==> src/source/mem_macros.svh <==
`ifndef MEM_MACROS_SVH
`define MEM_MACROS_SVH

// One cache line and the beats that carry it over the banked memory port
`define LINE_BITS 256
`define BEAT_BITS 64
`define BEATS 4

// Sets per direct-mapped cache
`define CACHE_SETS 16

// Outstanding memory reads the arbiter can track
`define TABLE_DEPTH 4

`endif

==> src/source/mem_pkg.sv <==
`default_nettype none

`include "mem_macros.svh"

package mem_pkg;

    // Current owner of the shared memory port
    typedef enum logic {
        SERVE_INST = 1'b0,
        SERVE_DATA = 1'b1
    } servicing_t;

    // Cache controller states, shared by both caches
    typedef enum logic [1:0] {
        IDLE      = 2'd0,
        COMPARE   = 2'd1,
        WRITEBACK = 2'd2,
        ALLOCATE  = 2'd3
    } cache_state_t;

    // Cache to arbiter, one full line per request
    typedef struct packed {
        logic [31:0]           addr;
        logic                  read;
        logic                  write;
        logic [`LINE_BITS-1:0] wdata;
    } dfp_req_t;

    // Arbiter to cache, resp pulses for one cycle
    typedef struct packed {
        logic [`LINE_BITS-1:0] rdata;
        logic                  resp;
    } dfp_rsp_t;

    // One outstanding line read
    typedef struct packed {
        logic        valid;
        logic        is_for_data_cache;
        logic [31:0] addr;
    } address_entry_t;

endpackage

`default_nettype wire

==> src/source/data_cache.sv <==
`timescale 1ns/1ps
`default_nettype none

`include "mem_macros.svh"

module data_cache (
    input  logic              clk,
    input  logic              rst,
    input  logic [31:0]       ufp_addr,
    input  logic              ufp_rmask,
    input  logic [3:0]        ufp_wmask,
    input  logic [31:0]       ufp_wdata,
    output logic [31:0]       ufp_rdata,
    output logic              ufp_resp,
    output mem_pkg::dfp_req_t dfp_req,
    input  mem_pkg::dfp_rsp_t dfp_rsp
);
    import mem_pkg::*;

    localparam int OFF_W = $clog2(`LINE_BITS / 8);
    localparam int IDX_W = $clog2(`CACHE_SETS);
    localparam int TAG_W = 32 - OFF_W - IDX_W;

    cache_state_t state, next_state;

    logic [`LINE_BITS-1:0]  data_arr [`CACHE_SETS];
    logic [TAG_W-1:0]       tag_arr  [`CACHE_SETS];
    logic [`CACHE_SETS-1:0] valid_arr;
    logic [`CACHE_SETS-1:0] dirty_arr;

    logic [IDX_W-1:0]      idx;
    logic [TAG_W-1:0]      tag;
    logic [OFF_W-3:0]      word_sel;
    logic                  ufp_req;
    logic                  is_write;
    logic                  hit;
    logic [`LINE_BITS-1:0] line_data;
    logic [`LINE_BITS-1:0] merged_line;

    assign idx       = ufp_addr[OFF_W +: IDX_W];
    assign tag       = ufp_addr[31 -: TAG_W];
    assign word_sel  = ufp_addr[OFF_W-1:2];
    assign is_write  = |ufp_wmask;
    assign ufp_req   = ufp_rmask || is_write;
    assign line_data = data_arr[idx];
    assign hit       = valid_arr[idx] && (tag_arr[idx] == tag);

    assign ufp_rdata = line_data[int'(word_sel) * 32 +: 32];
    assign ufp_resp  = (state == COMPARE) && hit;

    // Byte lanes of the addressed word replaced under the write mask
    always_comb begin
        merged_line = line_data;
        for (int b = 0; b < 4; b++) begin
            if (ufp_wmask[b]) begin
                merged_line[int'(word_sel) * 32 + 8 * b +: 8] = ufp_wdata[8 * b +: 8];
            end
        end
    end

    always_comb begin
        dfp_req       = '0;
        dfp_req.addr  = {tag, idx, {OFF_W{1'b0}}};
        dfp_req.wdata = line_data;
        if (state == WRITEBACK) begin
            // Victim line goes back to its own address
            dfp_req.addr  = {tag_arr[idx], idx, {OFF_W{1'b0}}};
            dfp_req.write = 1'b1;
        end else if (state == ALLOCATE) begin
            dfp_req.read = 1'b1;
        end
    end

    always_comb begin
        next_state = state;
        case (state)
            IDLE: begin
                if (ufp_req) next_state = COMPARE;
            end
            COMPARE: begin
                if (hit) begin
                    next_state = IDLE;
                end else if (valid_arr[idx] && dirty_arr[idx]) begin
                    next_state = WRITEBACK;
                end else begin
                    next_state = ALLOCATE;
                end
            end
            WRITEBACK: begin
                if (dfp_rsp.resp) next_state = ALLOCATE;
            end
            ALLOCATE: begin
                if (dfp_rsp.resp) next_state = COMPARE;
            end
            default: next_state = IDLE;
        endcase
    end

    always_ff @(posedge clk) begin
        if (rst) begin
            state     <= IDLE;
            valid_arr <= '0;
            dirty_arr <= '0;
        end else begin
            state <= next_state;
            if (state == COMPARE && hit && is_write) begin
                dirty_arr[idx] <= 1'b1;
            end else if (state == ALLOCATE && dfp_rsp.resp) begin
                valid_arr[idx] <= 1'b1;
                dirty_arr[idx] <= 1'b0;
            end
        end
    end

    always_ff @(posedge clk) begin
        if (state == COMPARE && hit && is_write) begin
            data_arr[idx] <= merged_line;
        end else if (state == ALLOCATE && dfp_rsp.resp) begin
            data_arr[idx] <= dfp_rsp.rdata;
            tag_arr[idx]  <= tag;
        end
    end

    no_read_write_a: assert property (@(posedge clk) disable iff (rst)
        !(dfp_req.read && dfp_req.write));

endmodule

`default_nettype wire

==> config.mk <==
export PLATFORM = sky130hd
export DESIGN_NAME = data_cache
export DESIGN_NICKNAME = d
export VERILOG_FILES = /design/src/source/mem_pkg.sv /design/src/source/data_cache.sv
export VERILOG_INCLUDE_DIRS = /design/src /design/src/source
export SDC_FILE = /design/constraint.sdc
export NUM_CORES = 2
export LEC_CHECK = 0
export BUFFER_PORTS_ARGS = -buffer_cell sky130_fd_sc_hd__buf_2
export CAP_MARGIN = 25
export CORE_MARGIN = 5
export CORE_UTILIZATION = 58
export CTS_BUF_LIST = sky130_fd_sc_hd__clkbuf_2
export DETAILED_ROUTE_END_ITERATION = 7
export MAX_ROUTING_LAYER = met4
export PLACE_DENSITY = 0.75
export SKIP_LAST_GASP = 1
export SLEW_MARGIN = 20
export SYNTH_ARGS = -nofsm -noshare
export SYNTH_HDL_FRONTEND = slang
export SYNTH_MEMORY_MAX_BITS = 65536
export SYNTH_SLANG_ARGS = --single-unit
==> constraint.sdc <==
create_clock -name clk -period 19.2 [get_ports clk]
set_input_delay 4.8 -clock clk [delete_from_list [all_inputs] [get_ports clk]]
set_output_delay 4.8 -clock clk [all_outputs]
set_load 0.01 [all_outputs]
==> run summary <==
clock latency on the worst-skew pair -> 2.26 ns
top-count cell post-synth -> edfxtp_1
PortBufs -> 643
Least-Margin Pin Slew -> 1.23 ns
worst stage delay on the critical path -> 0.74 ns
CP arrival -> 9.69 ns
post-synthesis adder-cell area fraction -> 0.0766%
Crit-path slowest cell -> inv_8
combinational family with the most area after synthesis -> multiplexers
share of the synthesized area in the top cell type -> 74.6%
status -> finished with violations
CP bufs+invs -> 5
post-CTS setup buffer count -> 0
warnings from Yosys -> 0
die area -> 321000 µm²
hold path depth -> 2
R2R Setup Slk -> 12.62 ns
Cell Chain, Critical Path -> buf_4, inv_8, buf_4, buf_12, mux4_2, mux4_2, nand2_1, nand2_1, buf_2
Power Total -> 18.8 mW
Layout Cells excl Fill -> 14400
crit-path max FO -> 83
post-synthesis cell count -> 7936
commonest cells in the netlist -> edfxtp_1, mux4_2, nand2_1
CTS resizes -> 0
Finish-stage setup viols -> 0
Final Cycle Share -> 75.5%
number of synthesized flops with an enable pin -> 4464
dpl cells -> 12400
final net count -> 9777
DRC viols -> 1
total of max-cap violations -> 0
Achievable Freq -> 0.0690 GHz
Layout area overhead -> 9.88%
Mapped Area -> 180000 µm²
pin count of the biggest net entering global routing -> 140
Core Region -> 309000 µm²
dpl ws -> 4.87 ns
DP Area -> 188000 µm²
DIE HEIGHT -> 567 µm
Ports -> 651
Final Max Slew Viols -> 0
Chip Width -> 567 µm
DP HPWL -> 315000 µm
final instance area -> 198000 µm²
Cell Rows -> 204
hold_ws -> 0.474 ns
WL/cell -> 37.0 µm
Routed Antenna Nets -> 0
worst-case clock skew -> 0.237 ns
post-synthesis mux area share -> 20.6%
Max IR drop VDD -> 0.0604 mV
fin util -> 64.0%
final wirelength -> 531000 µm
CTS max path bufs -> 5
Tmin final -> 14.49 ns
RR Endpoint -> data_arr[12][81]
CTS clk-pin slew, worst paths -> 0.09 ns
compound-cell area share of the yosys netlist -> 1.28%
xor and xnor area share after synthesis -> 0.122%
TritonCTS Buffers -> 1152
CTS Hold Bufs -> 0
final hold vios -> 0
most area-consuming cells after synthesis -> edfxtp_1, mux4_2, mux2_4
failing checks -> design-rule violations
Clock Tree Root -> clkbuf_2
worst path required time -> 14.40 ns
Seq/Total Area, Yosys -> 74.9%
cell family with most CP delay -> buffers and inverters
Yosys reg bits -> 4498
post-route setup slack -> 4.71 ns
RR Startpoint -> tag_arr[9][8]
Initial Util -> 58.2%
simple-gate share of the synthesized area -> 1.60%
Mean Syn Cell Area -> 22.7 µm²
vias in the first global route -> 96300
total grt overflow -> 0
type of origin of the critical path -> input pin
HP Start -> valid_arr[10]
TNS Setup -> 0 ns
global-route total usage across every layer -> 34.4%
Worst Setup End Kind -> primary output
Hold Path Sink -> valid_arr[10]
Via-to-Cell Ratio -> 6.74
Fillers -> 20800
Max-slew headroom -> 17.8%
H-tree levels -> 7
Synth Flop Type -> edfxtp_1
RD Place Congestion -> 0.932
drt pass-1 iters -> 8
Async SR Flop Fraction -> 0%
DR iter-0 viols -> 14800
Leak -> 65.6 nW
CTS tree -> done
Worst R2R Path Depth -> 12
via count -> 96800
layout cells sized above 1 -> 41.8%
Clock Sinks -> 4498
P per Cell Area -> 95.3 nW/µm²
first-pass GRT wire length -> 736000 µm
Yosys cell types -> 66
RSZ-0062 raised after global routing -> false
Hold Path Class -> reg2reg
initial antenna violation count -> 107
critical path class -> in2out
post-synth top area cell -> edfxtp_1
==> cell type report <==
type / count / area (µm²) / share of cell area (%)
clock buffers: 1591 / 7960 / 4.03
repair buffers: 799 / 5110 / 2.59
flip-flops and latches: 4498 / 135000 / 68.2
inverters: 38 / 155 / 0.0785
well taps: 4120 / 5150 / 2.61
multi-input cells: 2949 / 42900 / 21.7
diodes: 114 / 285 / 0.144
clock inverters: 241 / 1260 / 0.639
==> sequential cells by signal, indices dropped and copies added, names as in the netlist, named ones only <==
register   count
valid_arr     16
state          2
tag_arr      368
data_arr    4096
==> worst max path at each step <==
stage           startpoint               to  slack [ns]  depth (start not counted)
2_1_floorplan  ufp_addr[5]  data_arr[13][0]        0.50                         13
3_3_place_gp   ufp_addr[8]    ufp_rdata[27]        4.85                          9
3_5_place_dp   ufp_addr[8]    ufp_rdata[21]        4.87                          9
4_1_cts        ufp_addr[8]    ufp_rdata[21]        4.88                          9
5_1_grt        ufp_addr[8]    ufp_rdata[22]        4.53                          9
6_report       ufp_addr[8]    ufp_rdata[22]        4.71                          9
==> layer usage <==
metal  global-route usage, %  wire, µm  vias to the layer above
li1                        -         -                    37400
met1                    42.9    175000                    49900
met2                    49.0    244000                     7949
met3                    11.1     72700                     1554
met4                    22.5     40000                        0
met5                       -         0                        -
==> placed cells by master (no fill, tap or decap), drive strengths merged, types with 9 or more instances in the layout <==
master,n
nand2b,26
nor3b,10
dfxtp,34
buf,796
diode,114
mux2,308
mux2i,100
mux4,1414
o31ai,17
bufinv,12
nor2,59
nor2b,13
a31oi,9
o22ai,9
nand2,496
o21ai,243
xnor2,17
a22oi,18
a21oi,44
clkinv,201
inv,63
edfxtp,4464
ha,11
clkbuf,1594
nor3,11
nand3,50
==> kinds of logic after synthesis <==
family / Yosys count
flops: 4498
mux: 1822
simple gates: 689
buf+inv: 493
compound gates: 397
xor+xnor: 25
fa+ha+maj: 11
other cells: 1
==> power breakdown <==
| part | internal [mW] | switching [mW] |
|---|---|---|
| registers | 11.0 | 0.00614 |
| logic | 0.576 | 1.16 |
| clock network | 2.36 | 3.70 |
| total | 13.9 | 4.87 |
==> tightest hold or removal path, delay by kind of cell (launching register included) <==
kind | cells | cell delay (ns)
AOI/OAI and AO/OA | 1 | 0.05
and+or+nand+nor | 1 | 0.06
DFF | 1 | 0.33
(Power assumes the default switching activity.)
