## src/source/mem_macros.svh

```systemverilog
`ifndef MEM_MACROS_SVH
`define MEM_MACROS_SVH

// One cache line and the beats that carry it over the banked memory port
`define LINE_BITS 256
`define BEAT_BITS 64
`define BEATS 4

// Sets per direct-mapped cache
`define CACHE_SETS 16

// Outstanding memory reads the arbiter can track
`define TABLE_DEPTH 4

`endif

```

## src/source/mem_pkg.sv

```systemverilog
`default_nettype none

`include "mem_macros.svh"

package mem_pkg;

    // Current owner of the shared memory port
    typedef enum logic {
        SERVE_INST = 1'b0,
        SERVE_DATA = 1'b1
    } servicing_t;

    // Cache controller states, shared by both caches
    typedef enum logic [1:0] {
        IDLE      = 2'd0,
        COMPARE   = 2'd1,
        WRITEBACK = 2'd2,
        ALLOCATE  = 2'd3
    } cache_state_t;

    // Cache to arbiter, one full line per request
    typedef struct packed {
        logic [31:0]           addr;
        logic                  read;
        logic                  write;
        logic [`LINE_BITS-1:0] wdata;
    } dfp_req_t;

    // Arbiter to cache, resp pulses for one cycle
    typedef struct packed {
        logic [`LINE_BITS-1:0] rdata;
        logic                  resp;
    } dfp_rsp_t;

    // One outstanding line read
    typedef struct packed {
        logic        valid;
        logic        is_for_data_cache;
        logic [31:0] addr;
    } address_entry_t;

endpackage

`default_nettype wire

```

## src/source/inst_cache.sv

```systemverilog
`timescale 1ns/1ps
`default_nettype none

`include "mem_macros.svh"

module inst_cache #(
    parameter int SS = 2
) (
    input  logic               clk,
    input  logic               rst,
    input  logic [31:0]        ufp_addr,
    input  logic               ufp_rmask,
    output logic [32*SS-1:0]   ufp_rdata,
    output logic               ufp_resp,
    output mem_pkg::dfp_req_t  dfp_req,
    input  mem_pkg::dfp_rsp_t  dfp_rsp
);
    import mem_pkg::*;

    localparam int OFF_W = $clog2(`LINE_BITS / 8);
    localparam int IDX_W = $clog2(`CACHE_SETS);
    localparam int TAG_W = 32 - OFF_W - IDX_W;

    cache_state_t state, next_state;

    logic [`LINE_BITS-1:0] data_arr [`CACHE_SETS];
    logic [TAG_W-1:0]      tag_arr  [`CACHE_SETS];
    logic [`CACHE_SETS-1:0] valid_arr;

    logic [IDX_W-1:0]     idx;
    logic [TAG_W-1:0]     tag;
    logic [OFF_W-3:0]     word_sel;
    logic                 hit;
    logic [`LINE_BITS-1:0] line_data;

    assign idx       = ufp_addr[OFF_W +: IDX_W];
    assign tag       = ufp_addr[31 -: TAG_W];
    assign word_sel  = ufp_addr[OFF_W-1:2];
    assign line_data = data_arr[idx];
    assign hit       = valid_arr[idx] && (tag_arr[idx] == tag);

    // Fetch packet starts at the requested word and never crosses the line
    assign ufp_rdata = line_data[int'(word_sel) * 32 +: 32 * SS];
    assign ufp_resp  = (state == COMPARE) && hit;

    always_comb begin
        dfp_req       = '0;
        dfp_req.addr  = {ufp_addr[31:OFF_W], {OFF_W{1'b0}}};
        dfp_req.read  = (state == ALLOCATE);
        dfp_req.write = 1'b0;
    end

    always_comb begin
        next_state = state;
        case (state)
            IDLE:     if (ufp_rmask) next_state = COMPARE;
            COMPARE:  next_state = hit ? IDLE : ALLOCATE;
            // Filled line is checked again, so the hit path gives the response
            ALLOCATE: if (dfp_rsp.resp) next_state = COMPARE;
            default:  next_state = IDLE;
        endcase
    end

    always_ff @(posedge clk) begin
        if (rst) begin
            state     <= IDLE;
            valid_arr <= '0;
        end else begin
            state <= next_state;
            if (state == ALLOCATE && dfp_rsp.resp) begin
                valid_arr[idx] <= 1'b1;
            end
        end
    end

    always_ff @(posedge clk) begin
        if (state == ALLOCATE && dfp_rsp.resp) begin
            data_arr[idx] <= dfp_rsp.rdata;
            tag_arr[idx]  <= tag;
        end
    end

    // Read-only cache never writes a line back
    no_write_a: assert property (@(posedge clk) disable iff (rst)
        !dfp_req.write);

endmodule

`default_nettype wire

```

## config.mk

```make
export PLATFORM = sky130hd
export DESIGN_NAME = inst_cache
export DESIGN_NICKNAME = d
export VERILOG_FILES = /design/src/source/mem_pkg.sv /design/src/source/inst_cache.sv
export VERILOG_INCLUDE_DIRS = /design/src /design/src/source
export SDC_FILE = /design/constraint.sdc
export NUM_CORES = 2
export LEC_CHECK = 0
export BUFFER_PORTS_ARGS = -buffer_cell sky130_fd_sc_hd__buf_4
export CAP_MARGIN = 20
export CORE_MARGIN = 5
export CORE_UTILIZATION = 35
export DETAILED_ROUTE_END_ITERATION = 8
export PLACE_DENSITY = 0.5
export SETUP_SLACK_MARGIN = 0.4
export SLEW_MARGIN = 20
export SYNTH_ARGS = -nofsm -noshare
export SYNTH_HDL_FRONTEND = slang
export SYNTH_MEMORY_MAX_BITS = 65536
export SYNTH_SLANG_ARGS = --single-unit
```

## constraint.sdc

```tcl
create_clock -name clk -period 30.9 [get_ports clk]
set_clock_uncertainty 0.15 [all_clocks]
set_input_delay 1.545 -clock clk [delete_from_list [all_inputs] [get_ports clk]]
set_output_delay 1.545 -clock clk [all_outputs]
set_load 0.1 [all_outputs]
```

==> qor.log <==
[clock_network] count of instances resized after the clock tree is built 0
[clock_network] buffer levels on the longest clock path 4
[floorplanning] core box area 497,000 um^2
[clock_network] clock slew at reported path FFs 0.06 ns
[detailed_routing] iteration-0 DRC count of the detailed router 7,971
[pwr] areal power density over the cells 65.5 nW/um^2
[sta] final cycle utilization of the critical path 35.9%
[global_route] vias in the first global route 81,495
[pwr] portion of total power attributed to the clock network 41.5%
[floorplanning] area enclosed by the die boundary 512,000 um^2
[synthesis] number of warning messages in the yosys log 0
[critical_path] slowest cell on the critical path sky130_fd_sc_hd__buf_4
[pwr] VDD IR max 0.0510 mV
[global_route] largest net degree at the start of global routing 150
[placed_design] total of buffers placed on input and output ports 382
[synthesis] number of flops mapped to enable cells by yosys 4,464
[sta] RSZ-0062 raised after global routing false
[critical_path] required time at the worst-slack endpoint 29.21 ns
[sta] final max-slew violation count 0
[sta] final-report setup violation count 0
[global_route] number of antenna violations at the first check in global routing 169
[sta] Tmin final 11.09 ns
[synthesis] most instantiated flip-flop cell in the synthesis netlist sky130_fd_sc_hd__edfxtp_1
[global_route] total gr overflow 0
[clock_network] number of buffers inserted during clock tree synthesis 454
[critical_path] Worst EP arrival 9.39 ns
[clock_network] clock tree from TritonCTS built
[critical_path] WP buf/inv 9
[placed_design] HPWL after detailed placement 276,000 um
[synthesis] distinct cell type count after synthesis 57
[placed_design] final weighted congestion in routability-driven placement 0.766
[clock_network] cell chosen for the clock root sky130_fd_sc_hd__clkbuf_16
[final_layout] ratio of cells with drive above 1 in the final layout 32.5%
[final_layout] Total Nets Final 8,139
[critical_path] category of cells accounting for the largest share of critical-path delay buffers and inverters
[clock_network] clock latency of the later-clocked register in the worst-skew pair 1.03 ns
[clock_network] level count of the clock H-tree 5
[detailed_routing] Total Routed Length 486,000 um
[clock_network] total of hold buffers inserted after clock tree synthesis 0
[floorplanning] Die Width 716 um
[floorplanning] I/O pin count 647
[synthesis] Post-Synthesis Cell Area 174,000 um^2
[final_layout] end-of-flow core utilization 40.1%
[pwr] leakage power of the design 61.8 nW
[pwr] Seq pwr share 51.4%
[pwr] Sw Pwr 2.98 mW
[floorplanning] Initial Util 35.1%
[final_layout] number of filler instances in the final layout 43,496
[critical_path] Critical Path Max Stage Delay 0.93 ns
[sta] actual slew at the worst max-slew pin 1.13 ns
[sta] final number of hold-violating endpoints 0
[job] Max-Cap Viols 0
[detailed_routing] DR vias/cell 5.31
[detailed_routing] number of design rule violations left after detail routing 0
[global_route] Global Route Usage Sum 18.6%
[floorplanning] number of placement rows 259
[global_route] wire length of the first global-routing pass 670,000 um
[critical_path] Worst Setup End Kind primary output
[sta] relative max-transition margin 24.1%
[sta] Fmax 90.2 MHz
[floorplanning] DIE HEIGHT 716 um
[detailed_routing] Final ANT Viol Nets 0
[min_path] worst min-delay path class flop to flop
[synthesis] syn_area_per_cell 24.1 um^2
[clock_network] count of buffers added by post-CTS timing repair for setup 0
[pwr] switching share of total power 22.8%
[critical_path] largest fanout on the critical path 66
[final_layout] Syn-to-layout area delta 14.2%
[sta] aggregate negative setup slack 0 ns
[pwr] power share of the combinational group 7.1%
[critical_path] crit path cell chain buf_8 -> buf_4 -> buf_4 -> buf_4 -> buf_4 -> buf_4 -> buf_4 -> mux4_2 -> mux4_2 -> mux4_2 -> clkinv_1 -> o21ai_1 -> buf_4
[pwr] internal cell power 10.1 mW
[clock_network] clock sink count 4,482
[detailed_routing] first-pass iteration count of the detailed router 5
[critical_path] critical path startpoint category primary input
[critical_path] library cell appearing most often on the critical path sky130_fd_sc_hd__buf_4
[synthesis] post-synthesis async set-or-reset flop share 0%
[outcome] status finished clean
[synthesis] total of flip-flops plus latches after synthesis 4,482
[synthesis] Post-Synthesis Cells 7,223
[critical_path] type of the worst setup path primary input to primary output
[detailed_routing] drt wl/cell 32.6 um
[synthesis] portion of the post-synthesis area used by sequential elements 77.1%
[pwr] Power, Total 13.0 mW
[detailed_routing] total vias in the final route 79,336
==> final timing paths <==
check           startpoint  cells after the start              to  slack [ns]
max reg2reg       state[1]                      6  data_arr[9][4]       25.66
max            ufp_addr[6]                     13   ufp_rdata[23]       19.81
min reg2reg  valid_arr[10]                      2   valid_arr[10]        0.32
min          valid_arr[10]                      2   valid_arr[10]        0.32
==> worst register-to-register path: stages (launching register included) <==
cell and delay (ns):
sky130_fd_sc_hd__dfxtp_1 0.38, sky130_fd_sc_hd__ha_1 0.33, sky130_fd_sc_hd__nand4b_1 0.42, sky130_fd_sc_hd__nor2_4 0.99
sky130_fd_sc_hd__buf_4 0.88, sky130_fd_sc_hd__buf_4 0.89, sky130_fd_sc_hd__buf_4 0.76
==> registers in the layout (all words and copies together) (netlist names) <==
signal	cells
state	2
data_arr	4096
tag_arr	368
valid_arr	16
==> power by group through the flow <==
stage | Combinational (mW) | Sequential (mW) | Clock (mW)
after floorplan | 0.631 | 6.85 | 0
after global placement | 0.933 | 6.83 | 0
after detailed placement | 0.943 | 6.83 | 0
after CTS | 0.944 | 6.70 | 5.54
after global routing | 0.975 | 6.70 | 5.79
final | 0.930 | 6.70 | 5.41
==> cells by family (layout without fill, tap and decap cells) <==
kind of cell / count (synthesis) / after routing / share of synthesized area [%]
adder cells (fa/ha/maj): 4 / 4 / 0.0287
flip-flops: 4482 / 4482 / 77.1
AO/OA/AOI/OAI: 216 / 216 / 0.757
buffers and inverters: 706 / 1455 / 2.38
multiplexers: 1555 / 1555 / 19.0
other: 1 / 302 / 0.00215
AND/OR/NAND/NOR: 235 / 235 / 0.574
XOR/XNOR: 24 / 24 / 0.121
==> cell usage after synthesis, drive strengths merged (2+ instances only) <==
| cell | count | area (um^2) |
|---|---|---|
| a211oi | 2 | 15.0 |
| a21o | 2 | 15.0 |
| a21oi | 5 | 25.0 |
| a221oi | 5 | 50.0 |
| a22o | 6 | 52.6 |
| a22oi | 2 | 15.0 |
| a31oi | 3 | 18.8 |
| a32oi | 2 | 17.5 |
| buf | 544 | 3540 |
| clkbuf | 119 | 447 |
| clkinv | 32 | 120 |
| dfxtp | 18 | 360 |
| edfxtp | 4464 | 134000 |
| ha | 4 | 50.1 |
| inv | 11 | 41.3 |
| mux2 | 44 | 495 |
| mux2i | 112 | 1120 |
| mux4 | 1399 | 31500 |
| nand2 | 137 | 517 |
| nand2b | 5 | 31.3 |
| nand3 | 6 | 30.0 |
| nand4 | 3 | 18.8 |
| nor2 | 53 | 199 |
| nor2b | 7 | 43.8 |
| nor3 | 9 | 45.0 |
| nor4 | 3 | 18.8 |
| o211ai | 32 | 240 |
| o21ai | 134 | 671 |
| o221ai | 2 | 17.5 |
| o22ai | 13 | 81.3 |
| o31ai | 2 | 25.0 |
| or3 | 2 | 12.5 |
| or4b | 2 | 23.8 |
| xnor2 | 12 | 105 |
| xor2 | 12 | 105 |
==> per-stage QoR <==
stage          area (um^2)  setup slack, ns  hold slack [ns]  cells
6_report            199000            19.81            0.322  14928
3_3_place_gp        184000            19.67            0.300  14039
3_5_place_dp        184000            19.66            0.309  14042
2_1_floorplan       175000             7.85            0.285   7484
4_1_cts             199000            19.68            0.327  14888
5_1_grt             199000            19.58            0.366  14893
==> cell usage in the layout, fill, tap and decap left out, types with 18 or more instances in the layout <==
cell type and n:
sky130_fd_sc_hd__edfxtp_1 4464, sky130_fd_sc_hd__mux4_2 1399, sky130_fd_sc_hd__buf_4 539, sky130_fd_sc_hd__clkbuf_16 460
sky130_fd_sc_hd__conb_1 262, sky130_fd_sc_hd__clkinv_1 144, sky130_fd_sc_hd__nand2_1 136, sky130_fd_sc_hd__clkbuf_1 115
sky130_fd_sc_hd__o21ai_1 97, sky130_fd_sc_hd__mux2i_1 94, sky130_fd_sc_hd__clkinv_2 78, sky130_fd_sc_hd__mux2_2 44
sky130_fd_sc_hd__nor2_1 41, sky130_fd_sc_hd__bufinv_16 41, sky130_fd_sc_hd__diode_2 40, sky130_fd_sc_hd__o21ai_0 37
sky130_fd_sc_hd__o211ai_1 32, sky130_fd_sc_hd__dfxtp_1 18
==> layer usage <==
metal / GRT usage (%) / routed length [um] / vias to the layer above
met5: 0 / 356 / -
met4: 3.74 / 10800 / 58
met3: 3.83 / 33900 / 705
met2: 31.1 / 239000 / 2745
met1: 25.4 / 202000 / 44023
li1: - / - / 31805
==> area by class of cell <==
cell class | count | area (um^2) | share of cell area, %
clock inverters | 265 | 2600 | 1.31
inverters | 43 | 161 | 0.0811
flip-flops and latches | 4482 | 134000 | 67.5
repair buffers | 566 | 4570 | 2.29
well taps | 6655 | 8330 | 4.18
multi-input cells | 2296 | 36900 | 18.5
clock buffers | 581 | 12000 | 6.04
diodes | 40 | 100 | 0.0503
No activity file was read; power rests on OpenSTA's default activity.
